`src/fetch_pkg.sv`:
```
// Fetch predictor sizes and reset address
// Branch type encoding and BTB entry layout
`default_nettype none

package fetch_pkg;

    localparam int pc_width        = 30;
    localparam int btb_entries     = 128;
    localparam int btb_ways        = 2;
    localparam int btb_sets        = btb_entries / btb_ways;
    localparam int btb_index_width = 6;
    localparam int btb_tag_width   = 12;
    localparam int ras_entries     = 32;
    localparam int ras_ptr_width   = 5;

    // Reset fetch address, in words
    localparam logic [pc_width-1:0] start_word_addr = 30'h0000_0200;

    // Conditional branches follow the counter, the rest always redirect
    typedef enum logic [1:0] {
        br_cond = 2'b00,
        br_jump = 2'b01,
        br_call = 2'b10,
        br_ret  = 2'b11
    } branch_type_e;

    typedef struct packed {
        logic [pc_width-1:0] target;
        branch_type_e        btype;
        logic [1:0]          counter;
    } btb_entry_t;

endpackage

`default_nettype wire

```
`src/return_stack.sv`:
```
// Return address stack with speculative and committed pointers
`timescale 1ns/1ps
`default_nettype none

module return_stack (
    input  wire logic                           core_clock_i,
    input  wire logic                           core_reset_i,
    input  wire logic                           push_pred_i,
    input  wire logic                           pop_pred_i,
    input  wire logic [fetch_pkg::pc_width-1:0] push_pc_i,
    input  wire logic                           update_i,
    input  wire logic [1:0]                     update_type_i,
    input  wire logic [fetch_pkg::pc_width-1:0] update_pc_i,
    output logic [fetch_pkg::pc_width-1:0]      top_o
);
    import fetch_pkg::*;

    logic [pc_width-1:0]      stack_mem [ras_entries];
    logic [ras_ptr_width-1:0] spec_q;
    logic [ras_ptr_width-1:0] real_q;
    logic [ras_ptr_width-1:0] spec_inc;
    logic [ras_ptr_width-1:0] real_inc;
    logic [ras_ptr_width-1:0] real_dec;
    logic                     call_upd;
    logic                     ret_upd;

    assign call_upd = update_i && update_type_i == br_call;
    assign ret_upd  = update_i && update_type_i == br_ret;
    assign spec_inc = spec_q + 1'b1;
    assign real_inc = real_q + 1'b1;
    assign real_dec = real_q - 1'b1;

    // Resolved calls and returns resync the speculative pointer
    always_ff @(posedge core_clock_i) begin
        if (core_reset_i) begin
            spec_q <= '0;
            real_q <= '0;
        end else if (call_upd) begin
            real_q <= real_inc;
            spec_q <= real_inc;
        end else if (ret_upd) begin
            real_q <= real_dec;
            spec_q <= real_dec;
        end else if (push_pred_i) begin
            spec_q <= spec_inc;
        end else if (pop_pred_i) begin
            spec_q <= spec_q - 1'b1;
        end
    end

    // Return address is the pair after the call
    always_ff @(posedge core_clock_i) begin
        if (call_upd) begin
            stack_mem[real_inc] <= update_pc_i + pc_width'(2);
        end else if (push_pred_i && !ret_upd) begin
            stack_mem[spec_inc] <= push_pc_i + pc_width'(2);
        end
    end

    assign top_o = stack_mem[spec_q];

endmodule

`default_nettype wire

```
`config.mk`:
```
export PLATFORM = sky130hd
export DESIGN_NAME = return_stack
export DESIGN_NICKNAME = d
export VERILOG_FILES = /design/src/fetch_pkg.sv /design/src/return_stack.sv
export SDC_FILE = /design/constraint.sdc
export NUM_CORES = 1
export LEC_CHECK = 0
export ABC_AREA = 1
export BUFFER_PORTS_ARGS = -buffer_cell sky130_fd_sc_hd__buf_2
export CORE_ASPECT_RATIO = 1.25
export CORE_UTILIZATION = 55
export CTS_CLUSTER_SIZE = 25
export DETAILED_ROUTE_END_ITERATION = 6
export GPL_ROUTABILITY_DRIVEN = 0
export PLACE_DENSITY_LB_ADDON = 0.15
export REMOVE_ABC_BUFFERS = 1
export SYNTH_ARGS = -nofsm -noshare
export SYNTH_HDL_FRONTEND = slang
export SYNTH_SLANG_ARGS = --single-unit
```
`constraint.sdc`:
```
create_clock -name core_clock_i -period 8.6 [get_ports core_clock_i]
set_input_delay 1.72 -clock core_clock_i [delete_from_list [all_inputs] [get_ports core_clock_i]]
set_output_delay 1.72 -clock core_clock_i [all_outputs]
set_load 0.02 [all_outputs]
```
# After elaboration in Yosys (flattened, before gate mapping)
# Memories as Yosys holds them, arrays and structs flattened. A register that Yosys moved wholly into a read port is not among the register bits.
# Index checks and enable logic that the tools add are counted.
[totals]
regBits = 10
mem_bits_rw = 960
inputBits = 67
output_inout_bits = 30
word_cells = 34
memories = 1
[classes]
n_addsub = 6
n_eq_ne = 2
n_mux = 16
reduce_logical = 7
[memory_table]
columns = ["name", "depth", "word_bits", "rd", "rd_ports_with_merged_regs", "wr", "line_no", "rtl"]
rows = [
  ["stack_mem", 32, 30, 1, 1, 1, "return_stack.sv:18", "logic [pc_width-1:0] stack_mem [ras_entries];"],
]
[ops]
columns = ["op", "n"]
rows = [
  ["$add A30 B2 Y30 const B", 2],
  ["$mux W5", 9],
  ["$mux W30", 1],
  ["$reduce_or A30 Y1", 1],
  ["$add A5 B1 Y5 const B", 2],
  ["$sub A5 B1 Y5 const B", 2],
  ["$mux W1", 6],
  ["$eq A2 B2 Y1 const B", 2],
  ["$reduce_bool A4 Y1", 1],
  ["$logic_and A1 B1 Y1", 3],
  ["$reduce_bool A2 Y1", 1],
  ["$logic_not A1 Y1", 1],
]

# Logic depth before layout (Yosys ltp)
[logic_depth]
depth_word = 9
mapped_depth = 13
depth_no_buf = 12

# Least setup slack after synthesis
# Ideal clock, no wire load.
[synth_path]
kind = "input to register"
from = "input port update_type_i[1]"
to = "memory stack_mem[13][0] (enable)"
arrival_ns = 4.029
required_time_ns = 8.183
path_slack_ns = 4.154
cell_stages = 7
cell_sequence = "nand2_2 > nand2_1 > buf_4 > buf_6 > o21ai_0 > nand3_1 > nor2_1"
[synth_between]
elab_chain_cells = 9
[synth_lines]
columns = ["element", "line_no", "rtl"]
rows = [
  ["start, declared", "return_stack.sv:12", "input wire logic [1:0] update_type_i,"],
  ["$eq A2 B2 Y1", "return_stack.sv:28", "assign ret_upd = update_i && update_type_i == br_ret;"],
  ["$logic_and A1 B1 Y1", "return_stack.sv:28", ""],
  ["$logic_not A1 Y1", "return_stack.sv:55", "end else if (push_pred_i && !ret_upd) begin"],
  ["$logic_and A1 B1 Y1", "return_stack.sv:55", ""],
  ["$mux W1", "return_stack.sv:55", ""],
  ["$mux W1", "return_stack.sv:53", "if (call_upd) begin"],
  ["$mux W1 (implied by the code)", "return_stack.sv:56", "stack_mem[spec_inc] <= push_pc_i + pc_width'(2);"],
  ["$reduce_or A30 Y1 (no line)", "--", ""],
  ["$mux W5 (no line) or $mux W1 (tied branches)", "--", ""],
  ["end, declared", "return_stack.sv:18", ""],
]
# Several ways; a longest one is shown, not always the timed one.

==> impl_metrics.py <==
metrics = {
    "layout": {
        "final_nets": 3796,
        "drive_above_1_share_pct": 9.026,
        "syn2layout_area_growth_pct": 10.90,
        "multiInputGateArea_sq_mm": 0.01111,
        "fin_area_sq_mm": 0.04563,
        "register_area_sq_mm": 0.02914,
        "final_cell_mix": "nand2_1 (1286), edfxtp_1 (960), nand3_1 (416)",
        "nFillCells": 5766,
        "antenna-diode-count": 0,
        "final_common_cell": "nand2_1",
    },
    "worst_setup_path": {
        "start_kind": "flip-flop",
        "crit_path_max_incr_delay_ns": 0.93,
        "cp_top_family": "buffers and inverters",
        "cp-end-kind": "primary output",
        "critPathBufInv": 3,
        "crit_required_ns": 6.88,
        "cp_common_cell": "nand2_1",
        "cp_max_fo": 97,
        "crit_type": "reg2out",
        "arrival_ns": 4.46,
        "cpMaxStageDelayCell": "buf_4",
        "path_cells": "buf_4 > buf_4 > nand2_1 > a21oi_1 > o31ai_1 > nand2_1 > nand2_1 > nand2_1 > buf_2",
    },
    "status": {
        "status": "completed",
    },
    "synthesis": {
        "syn_area_per_cell_sq_um": 11.11,
        "netlist_top_cells_area": "edfxtp_1 (70%), nand2_1 (12%), nand3_1 (5.1%)",
        "yosys.cell_types.count": 29,
        "yosysTopAreaCell": "edfxtp_1",
        "syn_inst": 3703,
        "ys_ff_latch": 975,
        "synth_top_area_share_pct": 70.07,
        "yosysSeqAreaShare_pct": 70.80,
        "synth_warnings": 0,
        "synth_area_sq_mm": 0.04114,
    },
    "clocking": {
        "clock-sinks": 975,
        "cts.clk_slew.worst_paths_ns": 0.06,
        "clkLatencyLatePin_ns": 0.67,
        "cts_tree": "built",
        "cts-hold-fix-buffers": 0,
        "cts_max_path_buffers": 3,
        "post_cts_resize_count": 0,
        "cts_made_buffers": 93,
        "cts_root_buf": "clkbuf_16",
        "h-tree-depth": 3,
        "cts_setup_buffers": 0,
    },
    "placed_design": {
        "port_buffers": 96,
        "dp_hpwl_microns": 62780,
        "place_area_sq_mm": 0.04267,
    },
    "detailed_routing": {
        "drtAntennaViolNets": 0,
        "post_drt_wl_per_cell_microns": 23.56,
        "drt_iter0_markers": 3249,
        "vias": 28047,
        "viasPerCell": 5.892,
        "drc": 0,
        "dr.pass1.iters": 6,
        "routed_wl_microns": 112200,
    },
    "sta": {
        "rsz0062_at_grt": "no",
        "slew_viol_final": 0,
        "hold_slack_ns": 0.5355,
        "maxSlewHeadroom_pct": 10.99,
        "final.setup_skew_ns": 0.01999,
        "setup_viol": 0,
        "fmax_ghz": 0.1617,
        "tightest_slew_ns": 1.334,
        "fin_crit_ns": 6.184,
        "fin_crit_sh_pct": 71.91,
        "hold_viol": 0,
    },
    "min_path": {
        "hold_class": "reg2reg",
    },
    "flow_run": {
        "maxCapViolCount": 0,
    },
    "die": {
        "start_util_pct": 55.89,
        "dieArea_sq_mm": 0.07591,
        "ioPinCount": 97,
        "die_height_microns": 307.8,
        "core-area_sq_mm": 0.07361,
        "chipWidth_microns": 246.6,
        "rows": 111,
    },
    "global_route": {
        "grtUsageTotal_pct": 29.91,
        "grt_pass1_vias": 26410,
        "antenna_found_initial": 0,
        "gr-total-overflow": 0,
        "grt_max_degree": 192,
        "grt_pass1_wl_microns": 166400,
    },
    "pwr": {
        "ir_drop_v": 0.0001553,
        "powerDensity_mw_per_mm2": 243.1,
        "leakage_nw": 16.88,
        "p_total_mw": 11.09,
    },
}
==> worst min-delay path: cells and delay by family (launching register included) <==
| kind | cells | cell delay [ns] |
|---|---|---|
| AND/OR/NAND/NOR | 1 | 0.08 |
| flip-flops | 1 | 0.35 |
| AO/OA/AOI/OAI | 1 | 0.06 |
==> state kept, by name (all words and copies together) (netlist names), named ones only <==
name	cells
stack_mem	960
real_q	5
spec_q	5
==> kinds of logic after synthesis <==
logic type,count (synthesis),share of synthesized area [%]
adder cells (fa/ha/maj),5,0.1521
AND/OR/NAND/NOR,2010,19.86
XOR/XNOR,27,0.5748
AO/OA/AOI/OAI,388,5.313
flip-flops,975,70.80
buffers and inverters,298,3.306
==> per-layer routing <==
| layer | routed length [microns] | up-vias | global-route usage (%) | part of all wire (%) |
|---|---|---|---|---|
| li1 | - | 12879 | - | - |
| met1 | 45950 | 13623 | 42.61 | 41 |
| met2 | 51130 | 1364 | 45.32 | 46 |
| met3 | 11420 | 181 | 6.841 | 10 |
| met4 | 3659 | 0 | 10.58 | 3.3 |
| met5 | 0 | - | 0 | 0 |
==> cells in the mapped netlist <==
cell type  number
a21oi_1       186
a31oi_1         4
buf_1          24
buf_2          97
buf_4           6
buf_6          13
clkbuf_1       82
clkinv_1        1
dfxtp_1        15
edfxtp_1      960
ha_1            5
inv_1          73
inv_2           2
nand2_1      1287
nand2_2         2
nand3_1       416
nand3_2         1
nand3b_1       18
nand4_1         6
nor2_1        276
nor2_2          3
o211ai_1        1
o21ai_0       103
o21ai_1         3
o21ai_4         1
o31ai_1        90
or2_2           1
xnor2_1         4
xor2_1         23
==> area by class of cell <==
cell class | instances | share of cell area, %
repair buffers | 148 | 1.991
well taps | 960 | 2.633
multi-input cells | 2430 | 24.36
clock inverters | 59 | 1.226
clock buffers | 112 | 5.257
flip-flops and latches | 975 | 63.87
inverters | 76 | 0.6609
==> final timing paths <==
check             slack [ns]                        end              startpoint  cells after the start
setup reg to reg        4.93  stack_mem[2][6]$_DFFE_PP_  spec_q[0]$_SDFFE_PP0N_                      9
setup / recovery        2.42                   top_o[2]               flip-flop                      9
hold / removal          0.54     real_q[0]$_SDFFE_PP0P_  real_q[0]$_SDFFE_PP0P_                      2
hold reg to reg         0.54     real_q[0]$_SDFFE_PP0P_  real_q[0]$_SDFFE_PP0P_                      2
==> stage by stage <==
step	setup slack, ns	setup TNS (ns)	util, %	std cells
2_1_floorplan	-12.37	-371.08	-	3481
3_3_place_gp	2.549	0	57.97	4589
3_5_place_dp	2.500	0	57.97	4589
4_1_cts	2.470	0	61.98	4760
5_1_grt	2.214	0	61.98	4760
6_report	2.416	0	61.98	4760
==> report_power, final <==
| part | internal (mW) | switching, mW |
|---|---|---|
| combinational | 0.400 | 1.22 |
| sequential | 5.38 | 0.0569 |
| clock | 2.27 | 1.77 |
(Power assumes the default switching activity.)
