File: src/fetch_pkg.sv
// Fetch predictor sizes and reset address
// Branch type encoding and BTB entry layout
`default_nettype none

package fetch_pkg;

    localparam int pc_width        = 30;
    localparam int btb_entries     = 128;
    localparam int btb_ways        = 2;
    localparam int btb_sets        = btb_entries / btb_ways;
    localparam int btb_index_width = 6;
    localparam int btb_tag_width   = 12;
    localparam int ras_entries     = 32;
    localparam int ras_ptr_width   = 5;

    // Reset fetch address, in words
    localparam logic [pc_width-1:0] start_word_addr = 30'h0000_0200;

    // Conditional branches follow the counter, the rest always redirect
    typedef enum logic [1:0] {
        br_cond = 2'b00,
        br_jump = 2'b01,
        br_call = 2'b10,
        br_ret  = 2'b11
    } branch_type_e;

    typedef struct packed {
        logic [pc_width-1:0] target;
        branch_type_e        btype;
        logic [1:0]          counter;
    } btb_entry_t;

endpackage

`default_nettype wire

File: src/pc_gen.sv
// Word program counter, next fetch address choice
// Registered fetch pair and prediction for the translation stage
`timescale 1ns/1ps
`default_nettype none

module pc_gen (
    input  wire logic                                   core_clock_i,
    input  wire logic                                   core_reset_i,
    input  wire logic                                   flush_i,
    input  wire logic [fetch_pkg::pc_width-1:0]         flush_pc_i,
    input  wire logic                                   busy_i,
    input  wire logic                                   predict_en_i,
    input  wire logic                                   redirect_i,
    input  wire logic [fetch_pkg::pc_width-1:0]         target_i,
    input  wire logic                                   hit_i,
    input  wire logic [$clog2(fetch_pkg::btb_ways)-1:0] way_i,
    input  wire fetch_pkg::btb_entry_t                  entry_i,
    output logic [fetch_pkg::pc_width-1:0]              pc_o,
    output logic                                        stage_valid_o,
    output logic [fetch_pkg::pc_width-1:0]              stage_pc_o,
    output logic [1:0]                                  stage_btype_o,
    output logic [1:0]                                  stage_cntr_o,
    output logic [fetch_pkg::pc_width-1:0]              stage_target_o,
    output logic                                        stage_hit_o,
    output logic [$clog2(fetch_pkg::btb_ways)-1:0]      stage_way_o
);
    import fetch_pkg::*;

    logic [pc_width-1:0] pc_q;
    logic [pc_width-1:0] next_pc;
    logic                take;

    assign take = redirect_i & predict_en_i;

    // An odd address fetches only the upper half of its pair
    assign next_pc = take ? target_i :
                     pc_q[0] ? pc_q + pc_width'(1) : pc_q + pc_width'(2);

    always_ff @(posedge core_clock_i) begin
        if (core_reset_i) begin
            pc_q          <= start_word_addr;
            stage_valid_o <= 1'b0;
        end else if (flush_i) begin
            pc_q          <= flush_pc_i;
            stage_valid_o <= 1'b0;
        end else if (!busy_i) begin
            pc_q          <= next_pc;
            stage_valid_o <= 1'b1;
        end
    end

    // Stage payload, only meaningful while stage_valid_o is set
    always_ff @(posedge core_clock_i) begin
        if (!busy_i && !flush_i) begin
            stage_pc_o     <= pc_q;
            stage_btype_o  <= entry_i.btype;
            stage_cntr_o   <= entry_i.counter;
            stage_target_o <= target_i;
            stage_hit_o    <= hit_i & predict_en_i;
            stage_way_o    <= way_i;
        end
    end

    assign pc_o = pc_q;

endmodule

`default_nettype wire

File: config.mk
export PLATFORM = sky130hd
export DESIGN_NAME = pc_gen
export DESIGN_NICKNAME = d
export VERILOG_FILES = /design/src/fetch_pkg.sv /design/src/pc_gen.sv
export SDC_FILE = /design/constraint.sdc
export NUM_CORES = 1
export LEC_CHECK = 0
export BUFFER_PORTS_ARGS = -buffer_cell sky130_fd_sc_hd__buf_2
export CAP_MARGIN = 5
export CORE_ASPECT_RATIO = 2
export CORE_MARGIN = 3
export CORE_UTILIZATION = 51
export CTS_CLUSTER_SIZE = 8
export DETAILED_ROUTE_END_ITERATION = 12
export PLACE_DENSITY = 0.83
export SETUP_SLACK_MARGIN = 0.1
export SYNTH_ARGS = -nofsm -noshare
export SYNTH_HDL_FRONTEND = slang
export SYNTH_SLANG_ARGS = --single-unit
File: constraint.sdc
create_clock -name core_clock_i -period 5.6 [get_ports core_clock_i]
set_input_delay 0.28 -clock core_clock_i [delete_from_list [all_inputs] [get_ports core_clock_i]]
set_output_delay 0.28 -clock core_clock_i [all_outputs]
set_load 0.005 [all_outputs]
[Word level (Yosys, flattened, before mapping)]
Cells that the tools add are included.
Word-level totals
  word-level logic and storage cells: 21
  bits in registers: 97
  output and inout port bits: 97
  input port bits: 102
Cells by class
  muxes and demuxes: 4
  bitwise logic cells: 2
  reduce and logical (&&, ||, !) cells: 4
  add/subtract/negate cells: 2
  equal/unequal tests: 1
Operator list (count)
  $mux 30: 4
  $add 30x1->30 const B: 1
  $add 30x2->30 const B: 1
  $and 1x1->1: 2
  $logic_not 1->1: 2
  $ne 2x2->1 const B: 1
  $reduce_or 2->1: 1
  $logic_and 1x1->1: 1

[Logic depth before layout (Yosys ltp)]
Gate-level depths: netlist of the first run.
  depth in word-level cells: 5
  depth in mapped cells: 7
  mapped depth without buffers: 5

[Worst setup path after synthesis of the first run]
No wires, ideal clock.
  path kind: in2reg
  start: input port busy_i
  end: register pc_q[11], in the netlist pc_o[11]
  slack: 2.207 ns
  setup time: 0.078 ns
  buffers on the path: 2
  data arrival time: 3.316 ns
  cell stages on the path: 5
  cell sequence: clkbuf_1 -> nor2_1 -> clkbuf_1 -> o311ai_0 -> a21oi_1
On the way
  longest elaborated chain between the ends: 1
Ends and longest elaborated chain
  start: declaration: RTL line pc_gen.sv:11  | input wire logic busy_i,
  $ne 2x2->1 (no source line)
  end signal: assignment: RTL line pc_gen.sv:41  | pc_q <= start_word_addr;
  end signal: assignment: RTL line pc_gen.sv:44  | pc_q <= flush_pc_i;
  end signal: assignment: RTL line pc_gen.sv:47  | pc_q <= next_pc;
  end: declaration: RTL line pc_gen.sv:29  | logic [pc_width-1:0] pc_q;
No other way between the ends.
A chain may end at the register's enable or synchronous reset.

[Final worst setup path of the first run]
  start: input port flush_i
  end: register pc_q[18], in the netlist pc_o[18]
On the way
  longest elaborated chain between the ends: 1
Ends and longest elaborated chain
  start: declaration: RTL line pc_gen.sv:9  | input wire logic flush_i,
  $ne 2x2->1 (no source line) / $mux 30 (equally long branches)
Several ways; a longest one is shown, not always the timed one.

==> results_dict.tcl, run 1 <==
set metrics [dict create \
    cts.sinks 97 \
    ys_async_sr_fraction 0 \
    synth_cells 399 \
    dpl.cell_count 639 \
    outcome "completed" \
    core-area_mm2 0.00835 \
    grtUsageMet3 0.0639 \
    drc 0 \
    die_y_um 138 \
    synth_edf_count 66 \
    crit_fanout 49 \
    clkLatencyLatePin_ns 0.34 \
    path_class "in2reg" \
    layoutNonFillerInstCount 655 \
    num_rows 47 \
    drv_cap 0 \
    gr-usage-all-layers 0.263 \
    cts.hold.buffers_added 0 \
    synth_cell_types 61 \
    seq_area_frac_synth 0.587 \
    avgSynthCellArea_um2 11.1 \
    hold_depth 1 \
    synthTopCellsByCount "66 x edfxtp_1, 40 x nand2_1, 31 x dfxtp_1" \
    gr-usage-met2 0.460 \
    via_count 4216 \
    grt_pass1_vias 4085 \
    hold_viol_final 0 \
    p_leak_uw 0.00226 \
    min_period_ns 2.55 \
    grt_start_max_net_pins 50 \
    setup_violations 0 \
    finalMaxSlewViolations 0 \
    setup_tns_ns 0 \
    grt-ovfl-total 0 \
    synthTopCellsByArea "edfxtp_1 45%, dfxtp_1 14%, nand2_1 3.4%" \
    arrival_ns 2.79 \
    antenna_found_initial 0 \
    placed_area_mm2 0.00531 \
    peakVddDrop_v 0.000229 \
    start_util 0.531 \
    finalClockSkew_ns 0.00719 \
    gp_congestion 0.880 \
    synth_top_area_frac 0.447 \
    yosys_warnings 0 \
    synth_area_mm2 0.00444 \
    hold_class "in2reg" \
    die_area_mm2 0.00992 \
    cts_root_buf "clkbuf_16" \
    worst_slew_pin_slew_ns 1.20 \
    slew_headroom 0.199 \
    dp_hpwl_um 9320 \
    stdcell_area_mm2 0.00559 \
    drive_above_1_share 0.354 \
    period_share 0.455 \
    power.density_mw_per_mm2 287 \
    grt.busiest_layer "met2" \
    nets 655 \
    drt_iter0_markers 533 \
    yosys.area.top_type "edfxtp_1" \
    synth-seq-cells 97 \
    viasPerCell 6.44 \
    routed_wl_um 13100 \
    die_w_um 71.9 \
    cts_resized 0 \
    path_clk_slew_ns 0.06 \
    cts_max_level 3 \
    cp-start-kind "input port" \
    rsz0062_at_grt "false" \
    portBuffers 168 \
    first_pass_iters 6 \
    postCtsSetupBuffers 0 \
    ant_nets 0 \
    use_met1 0.279 \
    avgRoutedWirePerCell_um 20.0 \
    whs_ns 0.114 \
    fmax_mhz 392 \
    crit_required_ns 5.84 \
    crit_path_end_kind "flop" \
    ys.flop_type "edfxtp_1" \
    grt_pass1_wl_um 19900 \
    rrSetupSlack_ns 3.23 \
    cts_buffers 9 \
    fillCellCount 667 \
    ios 199 \
    syn2layout_area_growth_pct 25.9 \
    cts_tree "done" \
    n_antenna_cell 0 \
    yosysMostFrequentCell "edfxtp_1" \
    clock_path_buffers 2 \
    reg2reg_depth 5 \
    synth_fp_nets 502 \
]
path summary, 6_finish.rpt:
kind                 startpoint              end
hold reg to reg   stage_valid_o    stage_valid_o
setup reg to reg        pc_o[1]         pc_o[21]
setup / recovery        flush_i         pc_o[18]
hold / removal       entry_i[1]  stage_cntr_o[1]
cell type report:
cell class / count / area (um2) / share of cell area
repair buffers: 170 / 856 / 0.153
well taps: 98 / 123 / 0.0220
multi-input cells: 262 / 1690 / 0.302
clock buffers: 11 / 243 / 0.0435
flip-flops and latches: 97 / 2600 / 0.466
inverters: 12 / 45.0 / 0.00806
clock inverters: 5 / 31.3 / 0.00560
worst max-delay path: stages:
cell	delay, ns
buf_2	0.39
nor2_4	1.02
buf_4	0.54
o21ai_0	0.18
a221oi_1	0.34
sequential cells by signal, indices dropped and copies added (netlist names):
name	count
stage_valid_o	1
pc_o	30
stage_hit_o	1
stage_target_o	30
stage_pc_o	30
stage_btype_o	2
stage_way_o	1
stage_cntr_o	2
layout by cell type (no fill, tap or decap), types with 3 or more instances in the layout:
master and n:
buf_2 168, edfxtp_1 66, nand2_1 40, dfxtp_1 31
o21ai_0 25, a21oi_1 18, nand3_1 14, nand4_1 13
inv_1 12, nor2_1 10, clkbuf_16 9, nor4_1 8
o21a_1 8, or4_1 7, nor3_1 7, a31oi_1 7
o211ai_1 6, and2_1 5, o31ai_1 5, o311ai_0 5
a221oi_1 5, nand2b_1 5, and3b_1 4, and4_1 4
o2111ai_1 4, a22oi_1 4, a21o_1 4, mux2i_1 4
or3_1 3, and3_1 3, o221ai_1 3, o22ai_1 3
clkinv_2 3
power by group:
part | switching [uW] | internal (uW) | leakage, uW
Sequential | 39.5 | 813 | 0.000885
Combinational | 102 | 80.7 | 0.00124
Clock | 254 | 311 | 0.000135
layer usage:
metal	vias to the layer above	routed length, um	part of all wire
li1	1889	-	-
met1	1983	4240	0.32
met2	297	7080	0.54
met3	47	1220	0.093
met4	0	541	0.041
met5	-	0	0
stage by stage:
step,total power (uW),setup slack [ns],util
finish,1600,3.05,0.669
global route,1650,2.77,0.669
CTS,1600,3.04,0.669
detailed placement,1050,2.68,0.636
global placement,1040,2.87,0.636
floorplan,948,2.21,-
cell families after synthesis:
kind of cell | Yosys count | synth area share
and+or+nand+nor | 135 | 0.170
AOI/OAI and AO/OA | 119 | 0.189
DFF | 97 | 0.587
buffers and inverters | 40 | 0.0350
muxes | 6 | 0.0141
xor gates and xnor gates | 1 | 0.00197
adders and majority gates | 1 | 0.00282
Note: power is estimated with default switching activity, not from simulation.
==> run 2, diff against run 1 <==
--- a/config.mk
+++ b/config.mk
@@ -5,14 +5,15 @@
 export SDC_FILE = /design/constraint.sdc
 export NUM_CORES = 1
 export LEC_CHECK = 0
+export ABC_AREA = 1
 export BUFFER_PORTS_ARGS = -buffer_cell sky130_fd_sc_hd__buf_2
 export CAP_MARGIN = 5
 export CORE_ASPECT_RATIO = 2
 export CORE_MARGIN = 3
-export CORE_UTILIZATION = 51
+export CORE_UTILIZATION = 48
 export CTS_CLUSTER_SIZE = 8
 export DETAILED_ROUTE_END_ITERATION = 12
-export PLACE_DENSITY = 0.83
+export PLACE_DENSITY = 0.78
 export SETUP_SLACK_MARGIN = 0.1
 export SYNTH_ARGS = -nofsm -noshare
 export SYNTH_HDL_FRONTEND = slang
==> constraint.sdc (replaced) <==
create_clock -name core_clock_i -period 2.5 [get_ports core_clock_i]
set_input_delay 0.125 -clock core_clock_i [delete_from_list [all_inputs] [get_ports core_clock_i]]
set_output_delay 0.125 -clock core_clock_i [all_outputs]
set_load 0.005 [all_outputs]
==> run 2 against run 1 <==
  * Die area grew 8.2%
  * Non-clock buffer count is 38 higher
  * Global-route usage up 0.62 points
  * Synthesized cell count rose by 30%
  * Clock skew is 0.0012 ns higher
  * Critical path depth grew 5
==> results_dict.tcl, run 2 <==
set metrics [dict create \
    finalClockSkew_ns 0.00841 \
    setup_violations 0 \
    reg2reg_depth 10 \
    min_to "pc_o[9]" \
    finalMaxSlewViolations 0 \
    slew_headroom 0.399 \
    comb_power_share 0.114 \
    core-area_mm2 0.00914 \
    grt_pass1_vias 4257 \
    drt_iter0_markers 241 \
    hp-start "flush_pc_i[9]" \
    crit_required_ns 2.70 \
    outcome "completed" \
    ant_nets 0 \
    grt-ovfl-total 0 \
    synth_fp_nets 623 \
    cts.sinks 97 \
    cp_common_cell "nand2_1" \
    grt_start_max_net_pins 71 \
    slowest_delay_ns 0.50 \
    arrival_ns 2.04 \
    power.density_mw_per_mm2 626 \
    cp-start-kind "flop" \
    setup_slack_ns 0.660 \
    period_share 0.736 \
    routed_wl_um 14100 \
    p_sw_uw 931 \
    p_int_uw 2910 \
    seq_area_frac_synth 0.573 \
    portBuffers 168 \
    drive_above_1_share 0.292 \
    rsz0062_at_grt "false" \
    switching_share 0.242 \
    seqPwrFrac 0.494 \
    clkLatencyLatePin_ns 0.35 \
    yosys.area.top_type "edfxtp_1" \
    antenna_found_initial 0 \
    hold_class "in2reg" \
    layout_commonest_cell "buf_2" \
    synth-seq-cells 97 \
    ios 199 \
    dp_hpwl_um 10300 \
    pre_cts_ws_ns 0.661 \
    path_cells "ha_1, nand3_4, inv_2, nand2_2, clkinv_1, nand2_1, nand2_1, nand3_1, nand2_1, a21oi_1" \
    synthTopCellsByCount "129 x nand2_1, 96 x nor2_1, 66 x edfxtp_1" \
    r2r_end "pc_o[25]" \
    synthTopCellsByArea "edfxtp_1 44%, dfxtp_1 14%, nand2_1 11%" \
    yosysMostFrequentCell "nand2_1" \
    clkPwrFrac 0.392 \
    die_w_um 74.8 \
    synth_cell_types 32 \
    gp_congestion 0.890 \
    clock_path_buffers 2 \
    avgSynthCellArea_um2 8.73 \
    synth_cells 520 \
    min_period_ns 1.84 \
    layout_common_cells "168 x buf_2, 129 x nand2_1, 96 x nor2_1, 66 x edfxtp_1, 44 x inv_1" \
    rrSetupSlack_ns 0.66 \
    peakVddDrop_v 0.000408 \
    start_util 0.497 \
    cts_resized 0 \
    slowest_stage "dfxtp_1" \
    setup_tns_ns 0 \
    ys.flop_type "edfxtp_1" \
    nets 825 \
    cts_tree "done" \
    die_y_um 144 \
    cts_max_level 3 \
    avgRoutedWirePerCell_um 17.0 \
    fmax_mhz 543 \
    drc 0 \
    hold_viol_final 0 \
    p_leak_uw 0.00261 \
    die_area_mm2 0.0107 \
    critical_path_buf_inv_count 2 \
    path_class "reg2reg" \
    gr-usage-all-layers 0.269 \
    first_pass_iters 4 \
    r2r-start "pc_o[1]" \
    synth_top_area_frac 0.437 \
    cts_root_buf "clkbuf_16" \
    hold_depth 3 \
    synth_edf_count 66 \
    syn2layout_area_growth_pct 35.3 \
    ys_async_sr_fraction 0 \
    num_rows 49 \
    grt_pass1_wl_um 21200 \
    path_clk_slew_ns 0.07 \
    cts_buffers 9 \
    critPathTopFamily "simple AND/OR/NAND/NOR gates" \
    synth_area_mm2 0.00454 \
    via_count 4306 \
    crit_path_end_kind "flop" \
    worst_slew_pin_slew_ns 0.902 \
    drv_cap 0 \
    crit_fanout 7 \
    viasPerCell 5.19 \
    yosys_warnings 0 \
]
-- run 2: cell types whose count changed in the layout (fill, tap and decap cells not counted), moves of 7 or more --
| cell | change |
|---|---|
| nand2_1 | +89 |
| nor2_1 | +86 |
| dlygate4sd3_1 | +35 |
| inv_1 | +32 |
| nand3_1 | +18 |
| nand4_1 | -9 |
| nor4_1 | -8 |
| o21a_1 | -8 |
| or4_1 | -7 |
-- run 2: worst max-delay path by stage --
stage | startpoint | end | slack, ns | cells past startpoint
3_3_place_gp | pc_o[1] | pc_o[25] | 0.67 | 10
5_1_grt | pc_o[1] | pc_o[25] | 0.52 | 10
4_1_cts | pc_o[1] | pc_o[25] | 0.64 | 10
2_1_floorplan | flush_i | pc_o[6] | 0.12 | 7
6_report | pc_o[1] | pc_o[25] | 0.66 | 10
3_5_place_dp | pc_o[1] | pc_o[25] | 0.66 | 10
-- run 2: timing repair --
action                    4_1_cts  5_1_grt
hold buffers                   35        0
buffers inserted                0        0
hold endpoints to repair       35        0
-- run 2: area by class of cell --
class | instances | area (um2)
antenna | 1 | 2.50
sequential | 97 | 2600
multi-input combinational | 357 | 1670
clock buffer | 10 | 229
timing repair buffer | 208 | 1230
inverter | 49 | 184
fill | 732 | 2990
clock inverter | 6 | 95.1
tap | 102 | 128
-- run 2: worst min-delay path, delay by kind of cell --
family | cells | cell delay (ns)
buffers and inverters | 1 | 0.08
AOI/OAI and AO/OA | 2 | 0.13
-- run 2: logic make-up (layout without fill, tap and decap cells) --
logic type / count (synthesis) / after routing / share of synthesized area
AOI/OAI and AO/OA: 68 / 68 / 0.0821
other: 0 / 1 / 0
buffers and inverters: 66 / 273 / 0.0584
adders and majority gates: 1 / 1 / 0.00276
xor gates and xnor gates: 7 / 7 / 0.0135
DFF: 97 / 97 / 0.573
and+or+nand+nor: 281 / 281 / 0.270
-- run 2: power groups by stage --
stage	clock, uW	combinational, uW	sequential [uW]
global route	1580	488	1910
CTS	1530	442	1900
detailed placement	0	396	1930
finish	1510	440	1900
floorplan	0	177	1930
global placement	0	386	1930
-- run 2: metal layers --
metal / share of wire / up-vias / track usage
met2: 0.57 / 157 / 0.501
met5: 0 / - / 0
met3: 0.046 / 25 / 0.0406
met1: 0.35 / 2009 / 0.282
li1: - / 2115 / -
met4: 0.036 / 0 / 0.131
-- run 2: per-stage QoR --
step | power (uW) | utilization | hold slack, ns | instances | instance area, um2
2_1_floorplan | 2100 | - | 0.224 | 520 | 4540
3_3_place_gp | 2320 | 0.598 | 0.302 | 778 | 5460
3_5_place_dp | 2330 | 0.598 | 0.305 | 778 | 5460
4_1_cts | 3870 | 0.672 | 0.0160 | 829 | 6140
5_1_grt | 3980 | 0.672 | 0.0233 | 829 | 6140
6_report | 3850 | 0.672 | 0.0233 | 830 | 6140
==> run 3, diff against run 2 <==
--- a/config.mk
+++ b/config.mk
@@ -5,15 +5,15 @@
 export SDC_FILE = /design/constraint.sdc
 export NUM_CORES = 1
 export LEC_CHECK = 0
-export ABC_AREA = 1
+export ABC_AREA = 0
 export BUFFER_PORTS_ARGS = -buffer_cell sky130_fd_sc_hd__buf_2
 export CAP_MARGIN = 5
 export CORE_ASPECT_RATIO = 2
 export CORE_MARGIN = 3
-export CORE_UTILIZATION = 48
+export CORE_UTILIZATION = 47
 export CTS_CLUSTER_SIZE = 8
 export DETAILED_ROUTE_END_ITERATION = 12
-export PLACE_DENSITY = 0.78
+export PLACE_DENSITY = 0.77
 export SETUP_SLACK_MARGIN = 0.1
 export SYNTH_ARGS = -nofsm -noshare
 export SYNTH_HDL_FRONTEND = slang
==> constraint.sdc (replaced) <==
create_clock -name core_clock_i -period 1.75 [get_ports core_clock_i]
set_input_delay 0.0875 -clock core_clock_i [delete_from_list [all_inputs] [get_ports core_clock_i]]
set_output_delay 0.0875 -clock core_clock_i [all_outputs]
set_load 0.005 [all_outputs]
==> run 3 against run 2 <==
  * Register-to-register slack worse by 0.68 ns
  * Power is 38% higher
  * Critical path depth is 5 lower
  * Sequential share of layout area is 3.5 points lower
  * Largest power group unchanged
  * Combinational power is 100% higher
  * Via count is 7.4% higher
  * Clock-buffer cell count is 2 higher
  * The run now ends with negative setup slack left
  * Critical path type unchanged
  * Clock skew is 0.0038 ns lower
  * Setup slack worse by 0.68 ns
  * Highest routed layer unchanged
  * Die area is 0.20% lower
==> results_dict.tcl, run 3 (same netlist as run 1, synthesis figures left out) <==
set metrics [dict create \
    outcome "complete, but fails checks" \
    violations "negative setup slack" \
    rsz0062_at_grt "true" \
    antenna_found_initial 0 \
    r2r_end "pc_o[21]" \
    arrival_ns 2.06 \
    path_cells "ha_4, nand4_1, or4_4, or4b_4, nand3_2" \
    slew_headroom 0.664 \
    hold_depth 3 \
    grt_start_max_net_pins 44 \
    worst_slew_pin_slew_ns 0.498 \
    drt-met1-wl_um 5130 \
    setup_violations 1 \
    core-area_mm2 0.00907 \
    min_period_ns 1.77 \
    highest_layer "met4" \
    nets 766 \
    area.sequential_mm2 0.00266 \
    drive_above_1_share 0.476 \
    die_y_um 143 \
    ios 199 \
    power.density_mw_per_mm2 777 \
    period_share 1.01 \
    fmax_mhz 564 \
    layoutNonFillerInstCount 770 \
    r2r-start "pc_o[2]" \
    stdcell_area_mm2 0.00684 \
    crit_fanout 6 \
    path_clk_slew_ns 0.06 \
    peakVddDrop_v 0.000599 \
    die_w_um 74.7 \
    wl_met3_um 944 \
    finalMaxSlewViolations 0 \
    drv_cap 0 \
    cts.sinks 97 \
    grt-ovfl-total 0 \
    portBuffers 168 \
    crit_path_end_kind "flop" \
    hp-start "flush_pc_i[1]" \
    hold_class "in2reg" \
    num_rows 49 \
    cp-start-kind "flop" \
    drt_iter0_markers 347 \
    viasPerCell 6.01 \
    clock_path_buffers 2 \
    die_area_mm2 0.0107 \
    drc 0 \
    layout_commonest_cell "buf_2" \
    rrSetupSlack_ns -0.02 \
    whs_ns 0.00887 \
    first_pass_iters 5 \
    n_antenna_cell 0 \
    finalClockSkew_ns 0.00459 \
    layout_common_cells "168 x buf_2, 66 x edfxtp_1, 64 x buf_4, 39 x nand2_1, 39 x dlygate4sd3_1" \
    reg2reg_depth 5 \
    route.met2.wl_um 8380 \
    routed_wl_um 15100 \
    via_count 4625 \
    start_util 0.489 \
    gr-usage-all-layers 0.281 \
    cts_max_level 3 \
    hold_viol_final 0 \
    grt_pass1_wl_um 22700 \
    ant_nets 0 \
    dpl.cell_count 695 \
    grt_pass1_vias 4638 \
    p_leak_uw 0.00288 \
    cts_root_buf "clkbuf_16" \
    gp_congestion 0.931 \
    clkLatencyLatePin_ns 0.34 \
    fillCellCount 642 \
    avgRoutedWirePerCell_um 19.6 \
    cts_buffers 9 \
    slowest_stage "or4b_4" \
    crit_required_ns 2.03 \
    multi_input_area_mm2 0.00190 \
    placed_area_mm2 0.00584 \
    dp_hpwl_um 10600 \
    min_to "pc_o[1]" \
    syn2layout_area_growth_pct 54.2 \
    cts_tree "done" \
    setup_slack_ns -0.0239 \
    pre_cts_ws_ns -0.102 \
    slowest_delay_ns 0.50 \
    finish.utilization 0.754 \
    path_class "reg2reg" \
]
[run 3: changes by cell type in the layout (fill, tap and decap cells not counted), sizes merged, moves of 8 or more]
cell,delta
nand4,+11
nor4,+8
o21ai,-9
buf,+69
nand3,-20
or4,+8
inv,-38
nand2,-96
nor2,-95
o21a,+8
[run 3: worst max-delay path by stage]
stage	start	to	slack, ns	cells past startpoint
after global routing	pc_o[1]	pc_o[21]	-0.05	5
after detailed placement	pc_o[11]	pc_o[18]	-0.10	4
after CTS	pc_o[1]	pc_o[27]	-0.009	5
after global placement	pc_o[2]	pc_o[29]	-0.03	7
final	pc_o[2]	pc_o[21]	-0.02	5
after floorplan	pc_o[14]	pc_o[18]	-0.03	5
[run 3: report_power, final]
group	internal (uW)	switching, uW
registers	2600	77.5
logic	433	445
clock network	953	805
[run 3: metrics by stage]
stage	power, uW	setup TNS, ns
6_report	5320	-0.0239
5_1_grt	5490	-0.0800
4_1_cts	5270	-0.0140
3_5_place_dp	3470	-0.316
3_3_place_gp	3440	-0.0540
2_1_floorplan	3050	-0.0566
[run 3: area by class of cell]
class	count	area share
flip-flops and latches	97	0.388
multi-input cells	262	0.277
repair buffers	281	0.272
clock buffers	12	0.0346
well taps	102	0.0187
inverters	12	0.00658
clock inverters	4	0.00293
[run 3: worst max-delay path: cells and delay by family (launching register included)]
kind / cells / cell delay, ns
fa+ha+maj: 1 / 0.16
flops: 1 / 0.39
simple gates: 4 / 1.16
[run 3: repair_timing]
action,in CTS,in global routing
hold endpoints to repair,39,0
buffers inserted,7,13
resized for setup,20,25
pin swaps,8,15
hold buffers,39,0
endpoints found under the setup margin,15,19
[run 3: metal layers]
| layer | GRT usage | up-vias |
|---|---|---|
| met1 | 0.288 | 2239 |
| met2 | 0.514 | 231 |
| met4 | 0.155 | 0 |
| li1 | - | 2109 |
| met3 | 0.0532 | 46 |
| met5 | 0 | - |
